==> config.mk <==
export PLATFORM = sky130hd
export DESIGN_NAME = fetch_stage_flat
export DESIGN_NICKNAME = d
export VERILOG_FILES = /design/src/fetch_pkg.sv /design/src/fetch_if.sv /design/src/fetch_stage.sv /design/src/flat_wrapper.sv
export SDC_FILE = /design/constraint.sdc
export NUM_CORES = 1
export LEC_CHECK = 0
export BUFFER_PORTS_ARGS = -buffer_cell sky130_fd_sc_hd__buf_2
export CAP_MARGIN = 10
export CORE_AREA = 2 2 88 90
export CTS_CLUSTER_DIAMETER = 60
export DETAILED_ROUTE_END_ITERATION = 12
export DIE_AREA = 0 0 90 92
export SYNTH_ARGS = -nofsm -noshare
export SYNTH_HDL_FRONTEND = slang
export SYNTH_SLANG_ARGS = --single-unit
==> constraint.sdc <==
create_clock -name clk -period 1.9 [get_ports clk]
set_input_delay 0.095 -clock clk [delete_from_list [all_inputs] [get_ports clk]]
set_output_delay 0.095 -clock clk [all_outputs]
set_load 0.01 [all_outputs]
==> src/fetch_pkg.sv <==
package fetch_pkg;

    // datapath widths
    localparam int XLEN     = 64;
    localparam int INST_LEN = 32;

    // the first increment lands on the boot address 0x8000_0000
    localparam logic [XLEN-1:0] RESET_PC = 64'h0000_0000_8000_0000 - 64'd4;

    // 256 memory words, addressed by pc[10:3]
    localparam int IMEM_AW = 8;

    // opcodes seen by predecode
    localparam logic [6:0] OPC_JAL    = 7'b1101111;
    localparam logic [6:0] OPC_SYSTEM = 7'b1110011;

    // privileged SYSTEM encodings
    localparam logic [2:0]  FUNCT3_PRIV = 3'b000;
    localparam logic [11:0] FUNCT_ECALL = 12'h000;
    localparam logic [11:0] FUNCT_MRET  = 12'h302;

    typedef logic [XLEN-1:0] pc_t;

    // I-type view, SYSTEM instructions are recognized through this one
    typedef struct packed {
        logic [11:0] imm;
        logic [4:0]  rs1;
        logic [2:0]  funct3;
        logic [4:0]  rd;
        logic [6:0]  opcode;
    } i_fmt_t;

    // J-type view, immediate bits are scattered
    typedef struct packed {
        logic       imm20;
        logic [9:0] imm10_1;
        logic       imm11;
        logic [7:0] imm19_12;
        logic [4:0] rd;
        logic [6:0] opcode;
    } j_fmt_t;

    // one instruction word, two decodings
    typedef union packed {
        i_fmt_t i_fmt;
        j_fmt_t j_fmt;
    } inst_word_t;

endpackage

==> src/fetch_if.sv <==
`timescale 1ns/100ps

interface fetch_if;

    // current fetch PC
    fetch_pkg::pc_t        pc;

    // aligned 32-bit instruction for pc
    fetch_pkg::inst_word_t instr;

    // pc and instr hold a real instruction this cycle
    logic                  valid;

    // interrupt strobe, predecode drops its redirects when set
    logic                  intr;

    modport src (
        output pc,
        output instr,
        output valid,
        output intr
    );

    modport dst (
        input pc,
        input instr,
        input valid,
        input intr
    );

endinterface

==> src/fetch_stage.sv <==
`timescale 1ns/100ps

module fetch_stage (
    input  logic                       clk,
    input  logic                       rst_n,
    input  fetch_pkg::pc_t             pc_i,
    input  logic [fetch_pkg::XLEN-1:0] rdata_i,
    input  logic                       intr_i,
    fetch_if.src                       out
);

    logic                  started_q;
    fetch_pkg::inst_word_t instr;

    // low until the first clock after reset release
    always_ff @(posedge clk or negedge rst_n) begin
        if (!rst_n) begin
            started_q <= 1'b0;
        end else begin
            started_q <= 1'b1;
        end
    end

    // pc[2] picks the upper word half
    always_comb begin
        if (pc_i[2]) begin
            instr = rdata_i[63:32];
        end else begin
            instr = rdata_i[31:0];
        end
    end

    assign out.pc    = pc_i;
    assign out.instr = instr;

    // the reset pc never addresses a real instruction
    assign out.valid = started_q && (pc_i != fetch_pkg::RESET_PC);
    assign out.intr  = intr_i;

    // every pc that reaches predecode comes from pc_gen 4-byte aligned
    a_valid_aligned : assert property (
        @(posedge clk) disable iff (!rst_n)
        out.valid |-> (pc_i[1:0] == 2'b00)
    ) else $error("fetch_stage: valid pc %h not aligned", pc_i);

endmodule

==> src/flat_wrapper.sv <==
// flat-port wrapper written by rule: the top's interface ports become plain ports
module fetch_stage_flat 
  (clk, rst_n, pc_i, rdata_i, intr_i, out_pc, out_instr, out_valid, out_intr);
  fetch_if out_i ();
  input  logic clk;
  input  logic rst_n;
  input  fetch_pkg::pc_t pc_i;
  input  logic [fetch_pkg::XLEN-1:0] rdata_i;
  input  logic intr_i;
  output wire logic [$bits(out_i.pc)-1:0] out_pc;
  output wire logic [$bits(out_i.instr)-1:0] out_instr;
  output wire logic [$bits(out_i.valid)-1:0] out_valid;
  output wire logic [$bits(out_i.intr)-1:0] out_intr;
  assign out_pc = out_i.pc;
  assign out_instr = out_i.instr;
  assign out_valid = out_i.valid;
  assign out_intr = out_i.intr;
  fetch_stage u_core (.clk(clk), .rst_n(rst_n), .pc_i(pc_i), .rdata_i(rdata_i), .intr_i(intr_i), .out(out_i));
endmodule
==> reports/results.tsv <==
metric	value	unit
ant_nets	0	
top_layer	met3	
wl_met1	1730	um
crit_required	1.80	ns
wl_met3	383	um
synthesis.instances	124	
top_register	u_core.started_q	
finalHoldViolCount	0	
dp_hpwl	4080	um
start_util	0.143	
synth_cell_types	15	
syn_nets	255	
core-area	0.00745	mm^2
synth_area_per_cell	8.59	um^2
cp_max_fo	2	
period_share	0.960	
max_stage_delay	0.51	ns
grt_usage	0.0864	
met2WireLength	2180	um
setup_viol	0	
path_class	input pin to output port	
die_w	90	um
arrival	1.73	ns
critPathSlowestCell	or4_1	
yosys_warnings	0	
fin_util	0.247	
total_power	0.443	mW
post_cts_resize_count	0	
drc_errors	0	
grt_overflow_total	0	
end_kind	output port	
portBuffers	226	
detail_route.wl_per_cell	11.2	um
final_area	0.00184	mm^2
status	completed	
antenna_cells	0	
leakage	1.06	nW
min_path_type	input pin to output port	
critPathLaunchType	input pin	
die_area	0.00828	mm^2
layout_min_cycle_time	1.82	ns
path_cells	buf_2, or4_1, or4_1, o41a_1, buf_2	
gp_congestion	0.797	
fmax	548	MHz
cap_violations	0	
rsz0062_at_grt	false	
synth_seq_cells	1	
syn_area	0.00106	mm^2
drt_wl_total	4300	um
antenna_found_initial	0	
drive_gt1_frac	0.919	
tns	0	ns
irDropWorstVdd	0.107	mV
drt_iter0_markers	15	
die_h	92	um
vias	1408	
pin_count	229	
row_count	32	
ys_seq_area_frac	0.0235	
powerDensity	241	mW/mm^2
grt_pass1_wl	6050	um
largest_register_ffs	1	
grt_max_degree	34	
path_buf_inv	2	
firstDrtPassIters	4	
reg_top3	u_core.started_q x1	
viasPerCell	3.66	
finalMaxSlewViolations	0	
grt_pass1_vias	1244	
cp_top_family	simple AND/OR/NAND/NOR gates	
area_growth	72.6	%
nNetsFinal	416	
place_area	0.00183	mm^2
-- layout make-up --
| class | instances | area (um^2) |
|---|---|---|
| well taps | 102 | 128 |
| repair buffers | 228 | 1150 |
| fillers | 865 | 5610 |
| multi-input cells | 54 | 537 |
| flip-flops and latches | 1 | 25.0 |
-- per-layer routing --
| layer | GRT usage | up-vias |
|---|---|---|
| li1 | - | 697 |
| met1 | 0.118 | 619 |
| met2 | 0.156 | 92 |
| met3 | 0.00986 | 0 |
| met4 | 0 | 0 |
| met5 | 0 | - |
-- metrics by stage --
step,instances,hold slack (ns),worst slack (ns)
3_5_place_dp,384,-0.130,0.0328
4_1_cts,385,0.190,0.0336
6_report,385,0.190,0.0765
5_1_grt,385,0.190,0.00369
2_1_floorplan,124,-0.201,0.342
3_3_place_gp,384,-0.130,0.0505
-- cells in the final DEF (no fill, tap or decap), drive strengths merged --
master       count
buf            227
mux2            32
nor4             6
nand4            6
or4              3
and4b            1
nand4b           1
nand4bb          1
or4b             1
and4             1
o41a             1
dlygate4sd3      1
dfrtp            1
conb             1
-- final timing paths --
path	slack, ns	depth (start not counted)	to	from
worst max-delay path	0.08	5	out_valid	pc_i[34]
worst min-delay path	0.19	0	out_intr	intr_i
max in group asynchronous	1.41	2	u_core.started_q$_DFF_PN0_	rst_n
min in group asynchronous	0.41	2	u_core.started_q$_DFF_PN0_	rst_n
-- where the power goes --
part           internal, mW  total, mW  leakage [nW]  switching [mW]
clock network             0          0             0               0
registers            0.0228     0.0231        0.0117        0.000369
logic                 0.231      0.420          1.05           0.189
-- cells by family after synthesis --
family / synth area share
AO/OA/AOI/OAI: 0.0106
buffers and inverters: 0.472
flip-flops: 0.0235
multiplexers: 0.338
other: 0.00352
AND/OR/NAND/NOR: 0.152
-- cells in the mapped netlist --
master	number	share of area
and4b_1	1	0.0094
nand4_1	5	0.029
clkbuf_1	4	0.014
nor4_1	6	0.035
o41a_1	1	0.011
nand4bb_1	1	0.011
nand4b_1	1	0.0082
or4b_1	1	0.0094
and4_1	1	0.0082
mux2_2	32	0.34
conb_1	1	0.0035
buf_4	65	0.46
nand4_4	1	0.020
or4_1	3	0.021
dfrtp_1	1	0.023
-- timing repair --
action / 4_1_cts / 5_1_grt
endpoints found under the hold margin: 1 / 0
hold buffers: 1 / 0
buffers inserted: 0 / 0
setup endpoints to repair: 0 / 0
Note: power is estimated with default switching activity, not from simulation.
