==> src/fetch_pkg.sv <==
package fetch_pkg;

    // datapath widths
    localparam int XLEN     = 64;
    localparam int INST_LEN = 32;

    // the first increment lands on the boot address 0x8000_0000
    localparam logic [XLEN-1:0] RESET_PC = 64'h0000_0000_8000_0000 - 64'd4;

    // 256 memory words, addressed by pc[10:3]
    localparam int IMEM_AW = 8;

    // opcodes seen by predecode
    localparam logic [6:0] OPC_JAL    = 7'b1101111;
    localparam logic [6:0] OPC_SYSTEM = 7'b1110011;

    // privileged SYSTEM encodings
    localparam logic [2:0]  FUNCT3_PRIV = 3'b000;
    localparam logic [11:0] FUNCT_ECALL = 12'h000;
    localparam logic [11:0] FUNCT_MRET  = 12'h302;

    typedef logic [XLEN-1:0] pc_t;

    // I-type view, SYSTEM instructions are recognized through this one
    typedef struct packed {
        logic [11:0] imm;
        logic [4:0]  rs1;
        logic [2:0]  funct3;
        logic [4:0]  rd;
        logic [6:0]  opcode;
    } i_fmt_t;

    // J-type view, immediate bits are scattered
    typedef struct packed {
        logic       imm20;
        logic [9:0] imm10_1;
        logic       imm11;
        logic [7:0] imm19_12;
        logic [4:0] rd;
        logic [6:0] opcode;
    } j_fmt_t;

    // one instruction word, two decodings
    typedef union packed {
        i_fmt_t i_fmt;
        j_fmt_t j_fmt;
    } inst_word_t;

endpackage

==> src/pc_gen.sv <==
`timescale 1ns/100ps

module pc_gen (
    input  logic           clk,
    input  logic           rst_n,
    input  logic           intr_i,
    input  logic           jump_i,
    input  fetch_pkg::pc_t jump_pc_i,
    input  logic           trap_enter_i,
    input  logic           trap_ret_i,
    input  fetch_pkg::pc_t mtvec_i,
    input  fetch_pkg::pc_t mepc_i,
    output fetch_pkg::pc_t pc_o,
    output fetch_pkg::pc_t pc_next_o
);

    fetch_pkg::pc_t pc_q;
    fetch_pkg::pc_t pc_next;

    // next pc, highest priority first
    always_comb begin
        if (intr_i) begin
            pc_next = mtvec_i;
        end else if (jump_i) begin
            pc_next = jump_pc_i;
        end else if (trap_enter_i) begin
            pc_next = mtvec_i;
        end else if (trap_ret_i) begin
            pc_next = mepc_i;
        end else begin
            pc_next = pc_q + fetch_pkg::pc_t'(4);
        end
    end

    // loads every cycle, nothing holds it
    always_ff @(posedge clk or negedge rst_n) begin
        if (!rst_n) begin
            pc_q <= fetch_pkg::RESET_PC;
        end else begin
            pc_q <= pc_next;
        end
    end

    assign pc_o      = pc_q;

    // also the memory read address
    assign pc_next_o = pc_next;

    // predecode decodes one instruction at a time, so at most one redirect
    a_one_redirect : assert property (
        @(posedge clk) disable iff (!rst_n)
        $onehot0({jump_i, trap_enter_i, trap_ret_i})
    ) else $error("pc_gen: more than one redirect request in one cycle");

    // a jal target must stay on a 32-bit boundary, no compressed support
    a_jump_aligned : assert property (
        @(posedge clk) disable iff (!rst_n)
        jump_i |-> (jump_pc_i[1:0] == 2'b00)
    ) else $error("pc_gen: misaligned jump target %h", jump_pc_i);

endmodule

==> config.mk <==
export PLATFORM = sky130hd
export DESIGN_NAME = pc_gen
export DESIGN_NICKNAME = d
export VERILOG_FILES = /design/src/fetch_pkg.sv /design/src/pc_gen.sv
export SDC_FILE = /design/constraint.sdc
export NUM_CORES = 1
export LEC_CHECK = 0
export ABC_AREA = 1
export BUFFER_PORTS_ARGS = -buffer_cell sky130_fd_sc_hd__buf_2
export CORE_AREA = 2 2 128 130
export DETAILED_ROUTE_END_ITERATION = 8
export DIE_AREA = 0 0 130 132
export GPL_TIMING_DRIVEN = 0
export HOLD_SLACK_MARGIN = 0.08
export PLACE_DENSITY = 0.72
export SLEW_MARGIN = 20
export SYNTH_ARGS = -nofsm -noshare
export SYNTH_HDL_FRONTEND = slang
export SYNTH_SLANG_ARGS = --single-unit
==> constraint.sdc <==
create_clock -name clk -period 2.8 [get_ports clk]
set_input_delay 0.42 -clock clk [delete_from_list [all_inputs] [get_ports clk]]
set_output_delay 0.42 -clock clk [all_outputs]
set_load 0.01 [all_outputs]
==> flow_summary.ini <==
[timing]
hold_viol = 0
final.setup.worst_slack_ns = -0.0359
rsz0062_at_grt = true
worst_slew_margin_rel_pct = 33.5
slew_viol_final = 0
clock.fmax_ghz = 0.353
fin_skew_ns = 0.00738
finalCritPeriodShare_pct = 101
worstMarginPinSlew_ns = 0.998
finalSetupViolCount = 10
fin_crit_ns = 2.84

[worst_hold_path]
min_path_type = input pin to register

[global_routing]
grt_first_pass_wirelength_um = 47600
overflow = 0
antenna_found_initial = 0
groute.usage.overall_pct = 36.2
grt_pass1_vias = 8885
grt_max_degree = 40

[die]
start_util_pct = 41.4
die_h_um = 132
fp.dieW_um = 130
core_area_mm2 = 0.0157
placementRows = 46
die-area_mm2 = 0.0172
ios = 326

[run_status]
violations = negative setup slack
outcome = finished, violations left

[critical_path]
crit_type = register to primary output
crit_path_end_kind = primary output
startpoint_type = register
arrival_ns = 2.42
crit_required_ns = 2.38
cp_max_fo = 4

[drt]
drt-wirelength-per-cell_um = 18.4
drt_pre_antenna_iters = 7
via_count = 9485
via_per_inst = 5.28
drtAntennaViolNets = 0
drt_iter0_drc = 892
top_layer = met4
totalWireLength_um = 33000
drc = 0
wl_met2_um = 15500
wl_met3_um = 3140
wirelength_met1_um = 13200

[final_layout]
multi_input_area_mm2 = 0.00500
largest_reg_flops = 64
layout_commonest_cell = nand2_1
final_cell_mix = nand2_1 (376), buf_2 (327), nor2_1 (226)
num_antenna_cells = 0
seqCellArea_mm2 = 0.00165
fillerInstances = 1561
final_nets = 1776
fin_area_mm2 = 0.00989
syn_to_final_growth_pct = 52.1
drive_gt1_share_pct = 37.9

[clocking]
path_clk_slew_ns = 0.06
cts_buffer_depth = 2
clk_latency_ns = 0.36
cts_root_buffer = clkbuf_16
clock_sinks = 64
htree_num_levels = 3
tritoncts = yes
numCtsBuffers = 9

[synth]
synth_edf_count = 0
synth_flop_cell = dfrtp_1
synth_cell_types = 32
ys_seq_area_share_pct = 25.2
synth.area.top_cells = nand2_1 (25%), nor2_1 (16%), dfrtp_1 (13%), dfstp_2 (12%), nand3_1 (5.3%)
synth_cells = 1186
syn_nets = 1385
synth_top_cell_area_share_pct = 24.9
synth_area_per_cell_um2 = 5.48
ys_async_sr_fraction_pct = 100
synth_area_mm2 = 0.00650
yosysTopAreaCell = nand2_1
ys_ff_latch = 64
ys_warn_count = 0

[pwr]
p_per_area_mw_per_mm2 = 388
ir_drop_mv = 0.301
leakagePower_nw = 5.16
fin_total_pwr_mw = 3.84

[placed_design]
gp_congestion = 0.991
place_area_mm2 = 0.00841
post-dp-hpwl_um = 25500
io_buffers = 322

[flow_run]
drv_cap = 0
-- path summary, 6_finish.rpt --
check	start	endpoint	slack (ns)	cells after the start
worst max-delay path	pc_o[3]	pc_next_o[49]	-0.04	13
worst min-delay path	mtvec_i[19]	pc_o[19]	0.29	3
worst max register to register	pc_o[2]	pc_o[34]	0.69	14
worst min register to register	pc_o[1]	pc_o[1]	0.66	4
max in group asynchronous	rst_n	pc_o[30]	1.64	3
min in group asynchronous	rst_n	pc_o[62]	0.53	2
-- where the power goes --
| part | switching [mW] | total (mW) | internal, mW | leakage [nW] |
|---|---|---|---|---|
| Clock | 0.472 | 1.33 | 0.854 | 0.163 |
| Sequential | 0.161 | 1.21 | 1.05 | 0.714 |
| Combinational | 0.775 | 1.30 | 0.527 | 4.28 |
-- metal layers --
| metal | global-route usage [%] | vias up |
|---|---|---|
| li1 | - | 4515 |
| met1 | 47.3 | 4322 |
| met2 | 59.6 | 560 |
| met3 | 6.86 | 88 |
| met4 | 12.3 | 0 |
| met5 | 0 | - |
-- through the flow --
| step | hold WS, ns | setup TNS, ns | util (%) | instances | worst slack [ns] |
|---|---|---|---|---|---|
| global placement | 0.646 | -0.101 | 53.4 | 1724 | -0.0465 |
| floorplan | 0.124 | 0 | - | 1186 | 0.521 |
| finish | 0.288 | -0.163 | 63.0 | 1798 | -0.0359 |
| detailed placement | 0.370 | -0.0937 | 53.5 | 1725 | -0.0520 |
| global route | 0.306 | -2.61 | 63.0 | 1798 | -0.123 |
| CTS | 0.289 | -0.101 | 57.0 | 1755 | -0.0329 |
-- cells by family (layout without fill, tap and decap cells) --
group	count (synthesis)	count (layout)	share of synthesized area, %
buffers and inverters	134	530	7.92
adder cells (fa/ha/maj)	1	1	0.192
AO/OA/AOI/OAI	138	138	11.8
XOR/XNOR	28	28	3.77
AND/OR/NAND/NOR	821	821	51.1
flip-flops	64	64	25.2
-- worst max-delay path, stage by stage (launching register included) --
cell and delay, ns:
dfstp_2 0.58, nand2_1 0.16, nor2_4 0.22, nand2_4 0.12, nor2_4 0.23, buf_6 0.15
nand3_2 0.06, nand2_1 0.07, nand3_1 0.07, nand2_1 0.10, nand2_1 0.05, nand2_1 0.05
nand2_1 0.06, buf_2 0.14
-- synth_stat cells, types with 2 or more instances --
master and instances:
o211ai_1 5, xor2_1 19, nor3_1 5, o221ai_1 4, buf_1 6, o21a_1 2
dfrtp_1 35, inv_1 79, buf_2 10, nor2_1 277, a21oi_1 65, nand4_1 12
clkbuf_1 37, o221a_2 4, o21bai_1 3, nor2_2 8, dfstp_2 29, nand2_2 8
nand3_1 69, o21ai_1 11, o2111ai_1 3, nor2_4 7, nand2_1 432, o21ai_0 40
xnor2_1 9
-- repair_timing --
action	4_1_cts	5_1_grt
pin swaps	12	51
buffers inserted	13	43
resized for setup	37	176
hold endpoints to repair	22	0
hold buffers	1	0
setup endpoints to repair	45	53
cloned	0	0
-- cell type report --
cell class,instances,area share (%)
buffer,53,2.16
clock buffer,14,2.77
clock inverter,2,0.607
inverter,81,3.12
multi-input combinational,988,50.5
sequential,64,16.6
tap,216,2.73
timing repair buffer,380,21.4
No activity file was read; power rests on OpenSTA's default activity.
