**config.mk**
```make
export PLATFORM = sky130hd
export DESIGN_NAME = predecode_flat
export DESIGN_NICKNAME = d
export VERILOG_FILES = /design/src/fetch_pkg.sv /design/src/fetch_if.sv /design/src/predecode.sv /design/src/flat_wrapper.sv
export SDC_FILE = /design/constraint.sdc
export NUM_CORES = 1
export LEC_CHECK = 0
export BUFFER_PORTS_ARGS = -buffer_cell sky130_fd_sc_hd__buf_2
export CORE_UTILIZATION = 51
export CTS_BUF_LIST = sky130_fd_sc_hd__clkbuf_4 sky130_fd_sc_hd__clkbuf_8 sky130_fd_sc_hd__clkbuf_16
export DETAILED_ROUTE_END_ITERATION = 16
export GPL_ROUTABILITY_DRIVEN = 0
export PLACE_DENSITY = 0.84
export RECOVER_POWER = 100
export SETUP_SLACK_MARGIN = 0.15
export SLEW_MARGIN = 40
export SYNTH_ARGS = -nofsm -noshare
export SYNTH_HDL_FRONTEND = slang
export SYNTH_SLANG_ARGS = --single-unit
```
**constraint.sdc**
```tcl
create_clock -name clk -period 3.8 [get_ports clk]
set_clock_uncertainty 0.2 [all_clocks]
set_input_delay 0.19 -clock clk [delete_from_list [all_inputs] [get_ports clk]]
set_output_delay 0.19 -clock clk [all_outputs]
set_load 0.01 [all_outputs]
```
**src/fetch_pkg.sv**
```systemverilog
package fetch_pkg;

    // datapath widths
    localparam int XLEN     = 64;
    localparam int INST_LEN = 32;

    // the first increment lands on the boot address 0x8000_0000
    localparam logic [XLEN-1:0] RESET_PC = 64'h0000_0000_8000_0000 - 64'd4;

    // 256 memory words, addressed by pc[10:3]
    localparam int IMEM_AW = 8;

    // opcodes seen by predecode
    localparam logic [6:0] OPC_JAL    = 7'b1101111;
    localparam logic [6:0] OPC_SYSTEM = 7'b1110011;

    // privileged SYSTEM encodings
    localparam logic [2:0]  FUNCT3_PRIV = 3'b000;
    localparam logic [11:0] FUNCT_ECALL = 12'h000;
    localparam logic [11:0] FUNCT_MRET  = 12'h302;

    typedef logic [XLEN-1:0] pc_t;

    // I-type view, SYSTEM instructions are recognized through this one
    typedef struct packed {
        logic [11:0] imm;
        logic [4:0]  rs1;
        logic [2:0]  funct3;
        logic [4:0]  rd;
        logic [6:0]  opcode;
    } i_fmt_t;

    // J-type view, immediate bits are scattered
    typedef struct packed {
        logic       imm20;
        logic [9:0] imm10_1;
        logic       imm11;
        logic [7:0] imm19_12;
        logic [4:0] rd;
        logic [6:0] opcode;
    } j_fmt_t;

    // one instruction word, two decodings
    typedef union packed {
        i_fmt_t i_fmt;
        j_fmt_t j_fmt;
    } inst_word_t;

endpackage

```
**src/fetch_if.sv**
```systemverilog
`timescale 1ns/100ps

interface fetch_if;

    // current fetch PC
    fetch_pkg::pc_t        pc;

    // aligned 32-bit instruction for pc
    fetch_pkg::inst_word_t instr;

    // pc and instr hold a real instruction this cycle
    logic                  valid;

    // interrupt strobe, predecode drops its redirects when set
    logic                  intr;

    modport src (
        output pc,
        output instr,
        output valid,
        output intr
    );

    modport dst (
        input pc,
        input instr,
        input valid,
        input intr
    );

endinterface

```
**src/predecode.sv**
```systemverilog
`timescale 1ns/100ps

module predecode (
    input  logic                  clk,
    input  logic                  rst_n,
    fetch_if.dst                  in,
    output logic                  jump_o,
    output fetch_pkg::pc_t        jump_pc_o,
    output logic                  trap_enter_o,
    output logic                  trap_ret_o,
    output logic                  out_valid_o,
    output fetch_pkg::pc_t        out_pc_o,
    output fetch_pkg::inst_word_t out_instr_o,
    output logic                  out_is_jump_o,
    output logic                  out_is_trap_o
);

    fetch_pkg::inst_word_t word;
    fetch_pkg::pc_t        jal_off;
    logic                  is_jal;
    logic                  is_system;
    logic                  is_ecall;
    logic                  is_mret;
    logic                  redirect_ok;

    assign word = in.instr;

    // J-type view
    assign is_jal  = (word.j_fmt.opcode == fetch_pkg::OPC_JAL);
    assign jal_off = {{(fetch_pkg::XLEN-20){word.j_fmt.imm20}},
                      word.j_fmt.imm19_12,
                      word.j_fmt.imm11,
                      word.j_fmt.imm10_1,
                      1'b0};

    // I-type view, privileged SYSTEM with zero registers
    assign is_system = (word.i_fmt.opcode == fetch_pkg::OPC_SYSTEM)
                    && (word.i_fmt.funct3 == fetch_pkg::FUNCT3_PRIV)
                    && (word.i_fmt.rs1 == 5'd0)
                    && (word.i_fmt.rd == 5'd0);
    assign is_ecall  = is_system && (word.i_fmt.imm == fetch_pkg::FUNCT_ECALL);
    assign is_mret   = is_system && (word.i_fmt.imm == fetch_pkg::FUNCT_MRET);

    // an interrupt overrides whatever this instruction asks for
    assign redirect_ok = in.valid && !in.intr;

    assign jump_o       = redirect_ok && is_jal;
    assign jump_pc_o    = in.pc + jal_off;
    assign trap_enter_o = redirect_ok && is_ecall;
    assign trap_ret_o   = redirect_ok && is_mret;

    // output stream control
    always_ff @(posedge clk or negedge rst_n) begin
        if (!rst_n) begin
            out_valid_o   <= 1'b0;
            out_is_jump_o <= 1'b0;
            out_is_trap_o <= 1'b0;
        end else begin
            out_valid_o   <= in.valid;
            out_is_jump_o <= in.valid && is_jal;
            out_is_trap_o <= in.valid && (is_ecall || is_mret);
        end
    end

    // payload only, meaningful while out_valid_o is high
    always_ff @(posedge clk) begin
        if (in.valid) begin
            out_pc_o    <= in.pc;
            out_instr_o <= word;
        end
    end

endmodule

```
**src/flat_wrapper.sv**
```systemverilog
// flat-port wrapper written by rule: the top's interface ports become plain ports
module predecode_flat 
  (clk, rst_n, jump_o, jump_pc_o, trap_enter_o, trap_ret_o, out_valid_o, out_pc_o, out_instr_o, out_is_jump_o, out_is_trap_o, in_pc, in_instr, in_valid, in_intr);
  fetch_if in_i ();
  input  logic clk;
  input  logic rst_n;
  output logic jump_o;
  output fetch_pkg::pc_t jump_pc_o;
  output logic trap_enter_o;
  output logic trap_ret_o;
  output logic out_valid_o;
  output fetch_pkg::pc_t out_pc_o;
  output fetch_pkg::inst_word_t out_instr_o;
  output logic out_is_jump_o;
  output logic out_is_trap_o;
  input wire logic [$bits(in_i.pc)-1:0] in_pc;
  input wire logic [$bits(in_i.instr)-1:0] in_instr;
  input wire logic [$bits(in_i.valid)-1:0] in_valid;
  input wire logic [$bits(in_i.intr)-1:0] in_intr;
  assign in_i.pc = in_pc;
  assign in_i.instr = in_instr;
  assign in_i.valid = in_valid;
  assign in_i.intr = in_intr;
  predecode u_core (.clk(clk), .rst_n(rst_n), .in(in_i), .jump_o(jump_o), .jump_pc_o(jump_pc_o), .trap_enter_o(trap_enter_o), .trap_ret_o(trap_ret_o), .out_valid_o(out_valid_o), .out_pc_o(out_pc_o), .out_instr_o(out_instr_o), .out_is_jump_o(out_is_jump_o), .out_is_trap_o(out_is_trap_o));
endmodule
```
==> results of run 1 <==
-- metal layers --
layer | GRT usage [%] | vias to the layer above | wire, um
li1 | - | 3586 | -
met1 | 37.6 | 3552 | 9230
met2 | 59.6 | 455 | 12400
met3 | 6.93 | 73 | 2190
met4 | 13.7 | 0 | 939
met5 | 0 | - | 0
-- power by group through the flow --
stage | Clock [mW] | Sequential, mW | Combinational [mW]
2_1_floorplan | 0 | 1.38 | 0.681
4_1_cts | 0.936 | 1.31 | 1.33
3_3_place_gp | 0 | 1.33 | 1.23
6_report | 0.930 | 1.32 | 1.32
5_1_grt | 0.968 | 1.32 | 1.42
3_5_place_dp | 0 | 1.33 | 1.24
-- worst min-delay path, stage by stage --
cell and delay [ns]:
clkbuf_1 0.13, nand3_1 0.13, a21boi_0 0.10
-- area by class of cell --
class,count,area share [%]
Timing Repair Buffer,394,22.6
Clock buffer,10,2.42
Clock inverter,6,0.607
Inverter,15,0.569
Sequential cell,99,29.9
Tap cell,176,2.23
Multi-Input combinational cell,596,41.7
-- final timing paths --
| path | startpoint | end | slack, ns | cells after the start |
|---|---|---|---|---|
| min in group asynchronous | rst_n | u_core.out_valid_o | 0.55 | 3 |
| max in group asynchronous | rst_n | u_core.out_is_jump_o | 2.70 | 3 |
| min | in_instr[29] | u_core.out_is_trap_o | 0.02 | 3 |
| max | in_instr[15] | jump_pc_o[40] | 0.16 | 12 |
-- through the flow --
step | hold slack (ns) | utilization, % | total power, mW | cell area [um2]
5_1_grt | 0.0328 | 73.3 | 3.71 | 9890
2_1_floorplan | -0.306 | - | 2.06 | 7180
6_report | 0.0206 | 73.3 | 3.57 | 9890
3_3_place_gp | -0.213 | 65.4 | 2.56 | 8830
3_5_place_dp | -0.207 | 65.4 | 2.58 | 8830
4_1_cts | 0.00793 | 75.0 | 3.58 | 10100
-- flip-flops by register name, summed over array words and instances, names as in the netlist --
signal,cells
u_core.out_pc_o,64
u_core.out_is_trap_o,1
u_core.out_instr_o,32
u_core.out_valid_o,1
u_core.out_is_jump_o,1
-- kinds of logic (layout without fill, tap and decap cells) --
group           after synthesis  in the layout  share of synthesized area [%]
compound gates              233            233                           21.9
xor+xnor                     51             51                           6.22
fa+ha+maj                    63             63                           11.1
buf+inv                      40            425                           2.20
flops                        99             99                           41.2
mux                           2              2                          0.296
simple gates                247            247                           17.1
-- layout by cell type, fill, tap and decap left out, drive strengths merged, types with 38 or more instances in the layout --
cell,instances
nand2,80
edfxtp,96
dlygate4sd3,99
ha,62
a21o,38
a21oi,65
buf,50
o21ai,43
nor2,48
clkbuf,255
-- repair_timing --
| action | CTS | global route |
|---|---|---|
| hold buffers | 99 | 0 |
| setup endpoints to repair | 4 | 9 |
| resized for setup | 2 | 22 |
| pin swaps | 2 | 8 |
| hold endpoints to repair | 100 | 0 |
| setup buffers | 1 | 2 |
==> results.py, run 1 <==
metrics = {
    "power": {
        "power.density_nw_per_um2": 361,
        "peakVddDrop_uv": 258,
        "p_int_mw": 2.28,
        "clockPowerShare_pct": 26.1,
        "swShare_pct": 36.0,
        "power_frac_seq_pct": 36.9,
        "leakagePower_nw": 3.95,
        "p_sw_mw": 1.29,
        "p_comb_share_pct": 37.0,
    },
    "synthesis": {
        "synth_top_area_share_pct": 40.2,
        "synth_top_area_cell": "edfxtp_1",
        "postSynthCellCount": 735,
        "netlist_area_um2": 7180,
        "synth_area_leaders": "edfxtp_1 (40%), ha_1 (11%), a21oi_1 (4.5%)",
        "synth_cell_types": 65,
        "yosysMostFrequentCell": "edfxtp_1",
        "synth_nets": 898,
        "ys_seq_area_share_pct": 41.2,
        "yosys_most_used_dff": "edfxtp_1",
        "synth-seq-cells": 99,
        "synth_common_cells": "edfxtp_1 (96), nand2_1 (80), a21oi_1 (65), ha_1 (62), nor2_1 (48)",
        "yosysWarnings": 0,
        "async_reset_ff_share_pct": 3.03,
        "syn_avg_cell_area_um2": 9.77,
        "synth_edf_count": 96,
    },
    "place": {
        "placed_cells": 1178,
        "dp_hpwl_um": 17500,
        "pre_cts_ws_ns": 0.103,
        "port_buffers": 265,
    },
    "cts": {
        "clkTransAtPathRegs_ns": 0.07,
        "clock_path_buffers": 2,
        "cts.sinks": 99,
        "root_buffer": "clkbuf_16",
        "numCtsBuffers": 9,
        "cts_tree": "built",
        "htree_levels": 3,
    },
    "layout": {
        "instances_no_fill": 1296,
        "multi_input_area_um2": 4130,
        "nFillCells": 1110,
        "fin_nets": 1278,
        "diodes": 0,
        "area_growth_syn_to_layout_pct": 37.8,
        "drive_above_1_share_pct": 8.48,
        "seqCellArea_um2": 2960,
    },
    "global_route": {
        "overflow": 0,
        "grt_use_total_pct": 33.0,
        "grt_pass1_wl_um": 36700,
        "antenna_found_initial": 1,
        "grt_pass1_vias": 7352,
        "grt_max_degree": 54,
    },
    "drt": {
        "route.antenna.remaining_nets": 0,
        "routed_wl_um": 24700,
        "drt-wirelength-per-cell_um": 19.1,
        "viasPerCell": 5.92,
        "drtIter0Drc": 730,
        "drt-pass1-iter-count": 5,
        "num_vias": 7666,
        "route.detailed.drc": 0,
    },
    "status": {
        "failed_checks": "capacitance limit, slew limit",
        "status": "finished with violations",
    },
    "worst_setup_path": {
        "slowest_stage": "or4b_2",
        "crit_path_start_kind": "input port",
        "required_ns": 3.41,
        "path_delay_family": "simple AND/OR/NAND/NOR gates",
        "max_stage_delay_ns": 0.62,
        "end_kind": "output port",
        "crit_buf_inv": 3,
        "crit_fanout": 6,
        "cp.arrival_ns": 3.25,
        "crit_chain": "clkbuf_1, ha_1, buf_4, nand2_1, nor2_1, or4b_2, a211oi_2, o31ai_1, and2_0, o21ai_0, xor2_1, buf_2",
        "path_class": "input port to output port",
    },
    "sta": {
        "slew_headroom_pct": -73.9,
        "max_freq_mhz": 275,
        "finalSetupTns_ns": 0,
        "hold_violations": 0,
        "report.final.slew_viol_count": 46,
        "fin_ws_ns": 0.165,
        "layout_min_cycle_time_ns": 3.64,
        "rsz0062_at_grt": "no",
        "fin_crit_sh_pct": 95.7,
        "worst_pin_slew_ns": 2.61,
        "setup_viol": 0,
    },
    "floorplan": {
        "dieWidth_um": 121,
        "die_area_um2": 14600,
        "core_area_um2": 13500,
        "die_y_um": 121,
        "start_util_pct": 53.1,
        "ios": 266,
        "rows": 42,
    },
    "hold_path": {
        "hp-class": "input port to register",
    },
    "job": {
        "drv_cap": 1,
    },
}
Note: power is estimated with default switching activity, not from simulation.
==> run 2, diff against run 1 <==
Settings changed: ABC_AREA set to 1, CORE_UTILIZATION 51 to 53.
==> results.py, run 2 <==
metrics = {
    "place": {
        "place_area_um2": 10500,
        "placed_cells": 1862,
        "port_buffers": 265,
        "dp_hpwl_um": 22000,
    },
    "sta": {
        "report.final.slew_viol_count": 47,
        "fin_crit_sh_pct": 93.0,
        "layout_min_cycle_time_ns": 3.54,
        "rsz0062_at_grt": "no",
        "hold_violations": 0,
        "slew_headroom_pct": -69.6,
        "setup_viol": 0,
        "max_freq_mhz": 283,
        "finalSetupTns_ns": 0,
        "worst_pin_slew_ns": 2.54,
    },
    "worst_setup_path": {
        "path_delay_family": "simple AND/OR/NAND/NOR gates",
        "max_stage_delay_ns": 0.55,
        "crit_path_start_kind": "input port",
        "cp.arrival_ns": 3.15,
        "crit_buf_inv": 3,
        "cp_common_cell": "nand2_1",
        "crit_fanout": 4,
        "path_depth": 14,
        "required_ns": 3.41,
        "slowest_stage": "dlygate4sd3_1",
        "end_kind": "output port",
        "path_class": "input port to output port",
        "crit_chain": "dlygate4sd3_1, clkbuf_1, ha_1, fa_1, nand3_1, nand3_1, nand2_1, nand2_2, nand2_1, nand3_1, nand2_1, nand4_1, nand2_1, clkbuf_1",
    },
    "drt": {
        "viasPerCell": 5.16,
        "routed_wl_um": 29300,
        "drt-pass1-iter-count": 6,
        "route.antenna.remaining_nets": 0,
        "drt-wirelength-per-cell_um": 14.8,
        "drtIter0Drc": 1050,
        "route.detailed.drc": 0,
        "num_vias": 10200,
    },
    "cts": {
        "htree_levels": 3,
        "clkTransAtPathRegs_ns": 0.07,
        "clock_path_buffers": 2,
        "cts.sinks": 99,
        "cts_tree": "built",
        "root_buffer": "clkbuf_16",
        "numCtsBuffers": 9,
    },
    "floorplan": {
        "die_y_um": 131,
        "core_area_um2": 16100,
        "start_util_pct": 55.1,
        "rows": 46,
        "ios": 266,
        "dieWidth_um": 131,
        "die_area_um2": 17300,
    },
    "power": {
        "leakagePower_nw": 6.06,
        "swShare_pct": 38.8,
        "p_sw_mw": 1.41,
        "power.density_nw_per_um2": 318,
        "p_int_mw": 2.22,
        "clockPowerShare_pct": 25.6,
        "totalPowerFinal_mw": 3.62,
        "power_frac_seq_pct": 36.3,
        "peakVddDrop_uv": 223,
        "p_comb_share_pct": 38.0,
    },
    "layout": {
        "largest_reg_flops": 64,
        "diodes": 0,
        "drive_above_1_share_pct": 4.15,
        "layout_commonest_cell": "nand2_1",
        "layout_common_cells": "nand2_1 (592), inv_1 (302), clkbuf_1 (244), nor2_1 (111), dlygate4sd3_1 (97)",
        "seqCellArea_um2": 2960,
        "nFillCells": 1444,
        "top_register": "u_core.out_pc_o",
        "fin_nets": 1917,
        "area_growth_syn_to_layout_pct": 28.4,
        "instances_no_fill": 1975,
        "multi_input_area_um2": 4720,
        "fin_area_um2": 11400,
        "final_core_util_pct": 70.7,
        "reg_top3": "u_core.out_pc_o x64, u_core.out_instr_o x32",
    },
    "global_route": {
        "overflow": 0,
        "grt_pass1_vias": 9281,
        "grt_pass1_wl_um": 45700,
        "grt_max_degree": 55,
        "antenna_found_initial": 0,
        "grt_use_total_pct": 33.4,
    },
    "synthesis": {
        "yosys_most_used_dff": "edfxtp_1",
        "synth_nets": 1544,
        "syn_avg_cell_area_um2": 6.43,
        "ys_seq_area_share_pct": 33.3,
        "yosysMostFrequentCell": "nand2_1",
        "yosysWarnings": 0,
        "synth-seq-cells": 99,
        "synth_cell_types": 27,
        "netlist_area_um2": 8880,
        "synth_top_area_cell": "edfxtp_1",
        "postSynthCellCount": 1381,
        "synth_top_area_share_pct": 32.5,
        "synth_edf_count": 96,
        "synth_area_leaders": "edfxtp_1 (32%), nand2_1 (25%), inv_1 (13%)",
        "synth_common_cells": "nand2_1 (589), inv_1 (302), nor2_1 (111), edfxtp_1 (96), ha_1 (62)",
        "async_reset_ff_share_pct": 3.03,
    },
    "hold_path": {
        "hp-class": "input port to register",
        "hold_depth": 1,
    },
    "status": {
        "status": "finished with violations",
        "failed_checks": "capacitance limit, slew limit",
    },
    "job": {
        "drv_cap": 1,
    },
}
==> run 2: changes by cell type after synthesis, moves of 21 or more <==
| cell | previous run | this run |
|---|---|---|
| nand2_1 | 80 | 589 |
| inv_1 | 15 | 302 |
| nor2_1 | 48 | 111 |
| nand3_1 | 13 | 53 |
| o21ai_0 | 42 | 2 |
| a21o_1 | 37 | 0 |
| a21oi_1 | 65 | 39 |
| xnor2_1 | 26 | 1 |
| clkbuf_1 | 21 | 0 |
==> run 2: metal layers <==
layer,global-route usage [%],vias to the layer above,part of all wire (%)
met5,0,-,0
met4,16.1,0,4.2
met3,5.75,97,9.6
met2,54.2,608,45
met1,43.1,4526,41
li1,-,4969,-
==> run 2: stage by stage <==
stage	worst slack [ns]	hold WS [ns]
CTS	0.523	0.150
global placement	0.580	-0.213
detailed placement	0.918	-0.214
global route	0.173	0.186
floorplan	1.76	-0.306
finish	0.265	0.170
==> run 2: power by group through the flow <==
stage / registers, mW / logic (mW) / clock network [mW]
floorplan: 1.38 / 0.742 / 0
global placement: 1.33 / 1.29 / 0
detailed placement: 1.33 / 1.31 / 0
CTS: 1.31 / 1.40 / 0.926
global route: 1.32 / 1.50 / 0.972
finish: 1.32 / 1.38 / 0.929
==> run 2: final timing paths <==
| path | to | slack, ns | start |
|---|---|---|---|
| min | u_core.out_instr_o[31] | 0.17 | in_instr[31] |
| max | jump_pc_o[57] | 0.26 | in_instr[21] |
| min in group asynchronous | u_core.out_is_jump_o | 0.47 | rst_n |
| max in group asynchronous | u_core.out_valid_o | 2.78 | rst_n |
==> run 2: cell type report <==
| cell class | instances | share of cell area (%) |
|---|---|---|
| clock inverter | 7 | 0.615 |
| multi-input combinational | 975 | 41.4 |
| clock buffer | 9 | 1.98 |
| tap | 216 | 2.37 |
| timing repair buffer | 363 | 17.6 |
| inverter | 306 | 10.1 |
| sequential | 99 | 26.0 |
==> run 2: cells by family (layout without fill, tap and decap cells) <==
group	count (synthesis)	count (layout)	synth area share, %
AOI/OAI and AO/OA	48	48	2.90
xor gates and xnor gates	32	32	3.16
adders and majority gates	63	63	8.96
buffers and inverters	307	685	13.0
DFF	99	99	33.3
and+or+nand+nor	832	832	38.6
==> run 2: timing repair <==
action	CTS	global route
hold endpoints to repair	100	0
setup buffers	0	0
resized for setup	0	0
hold buffers	97	0
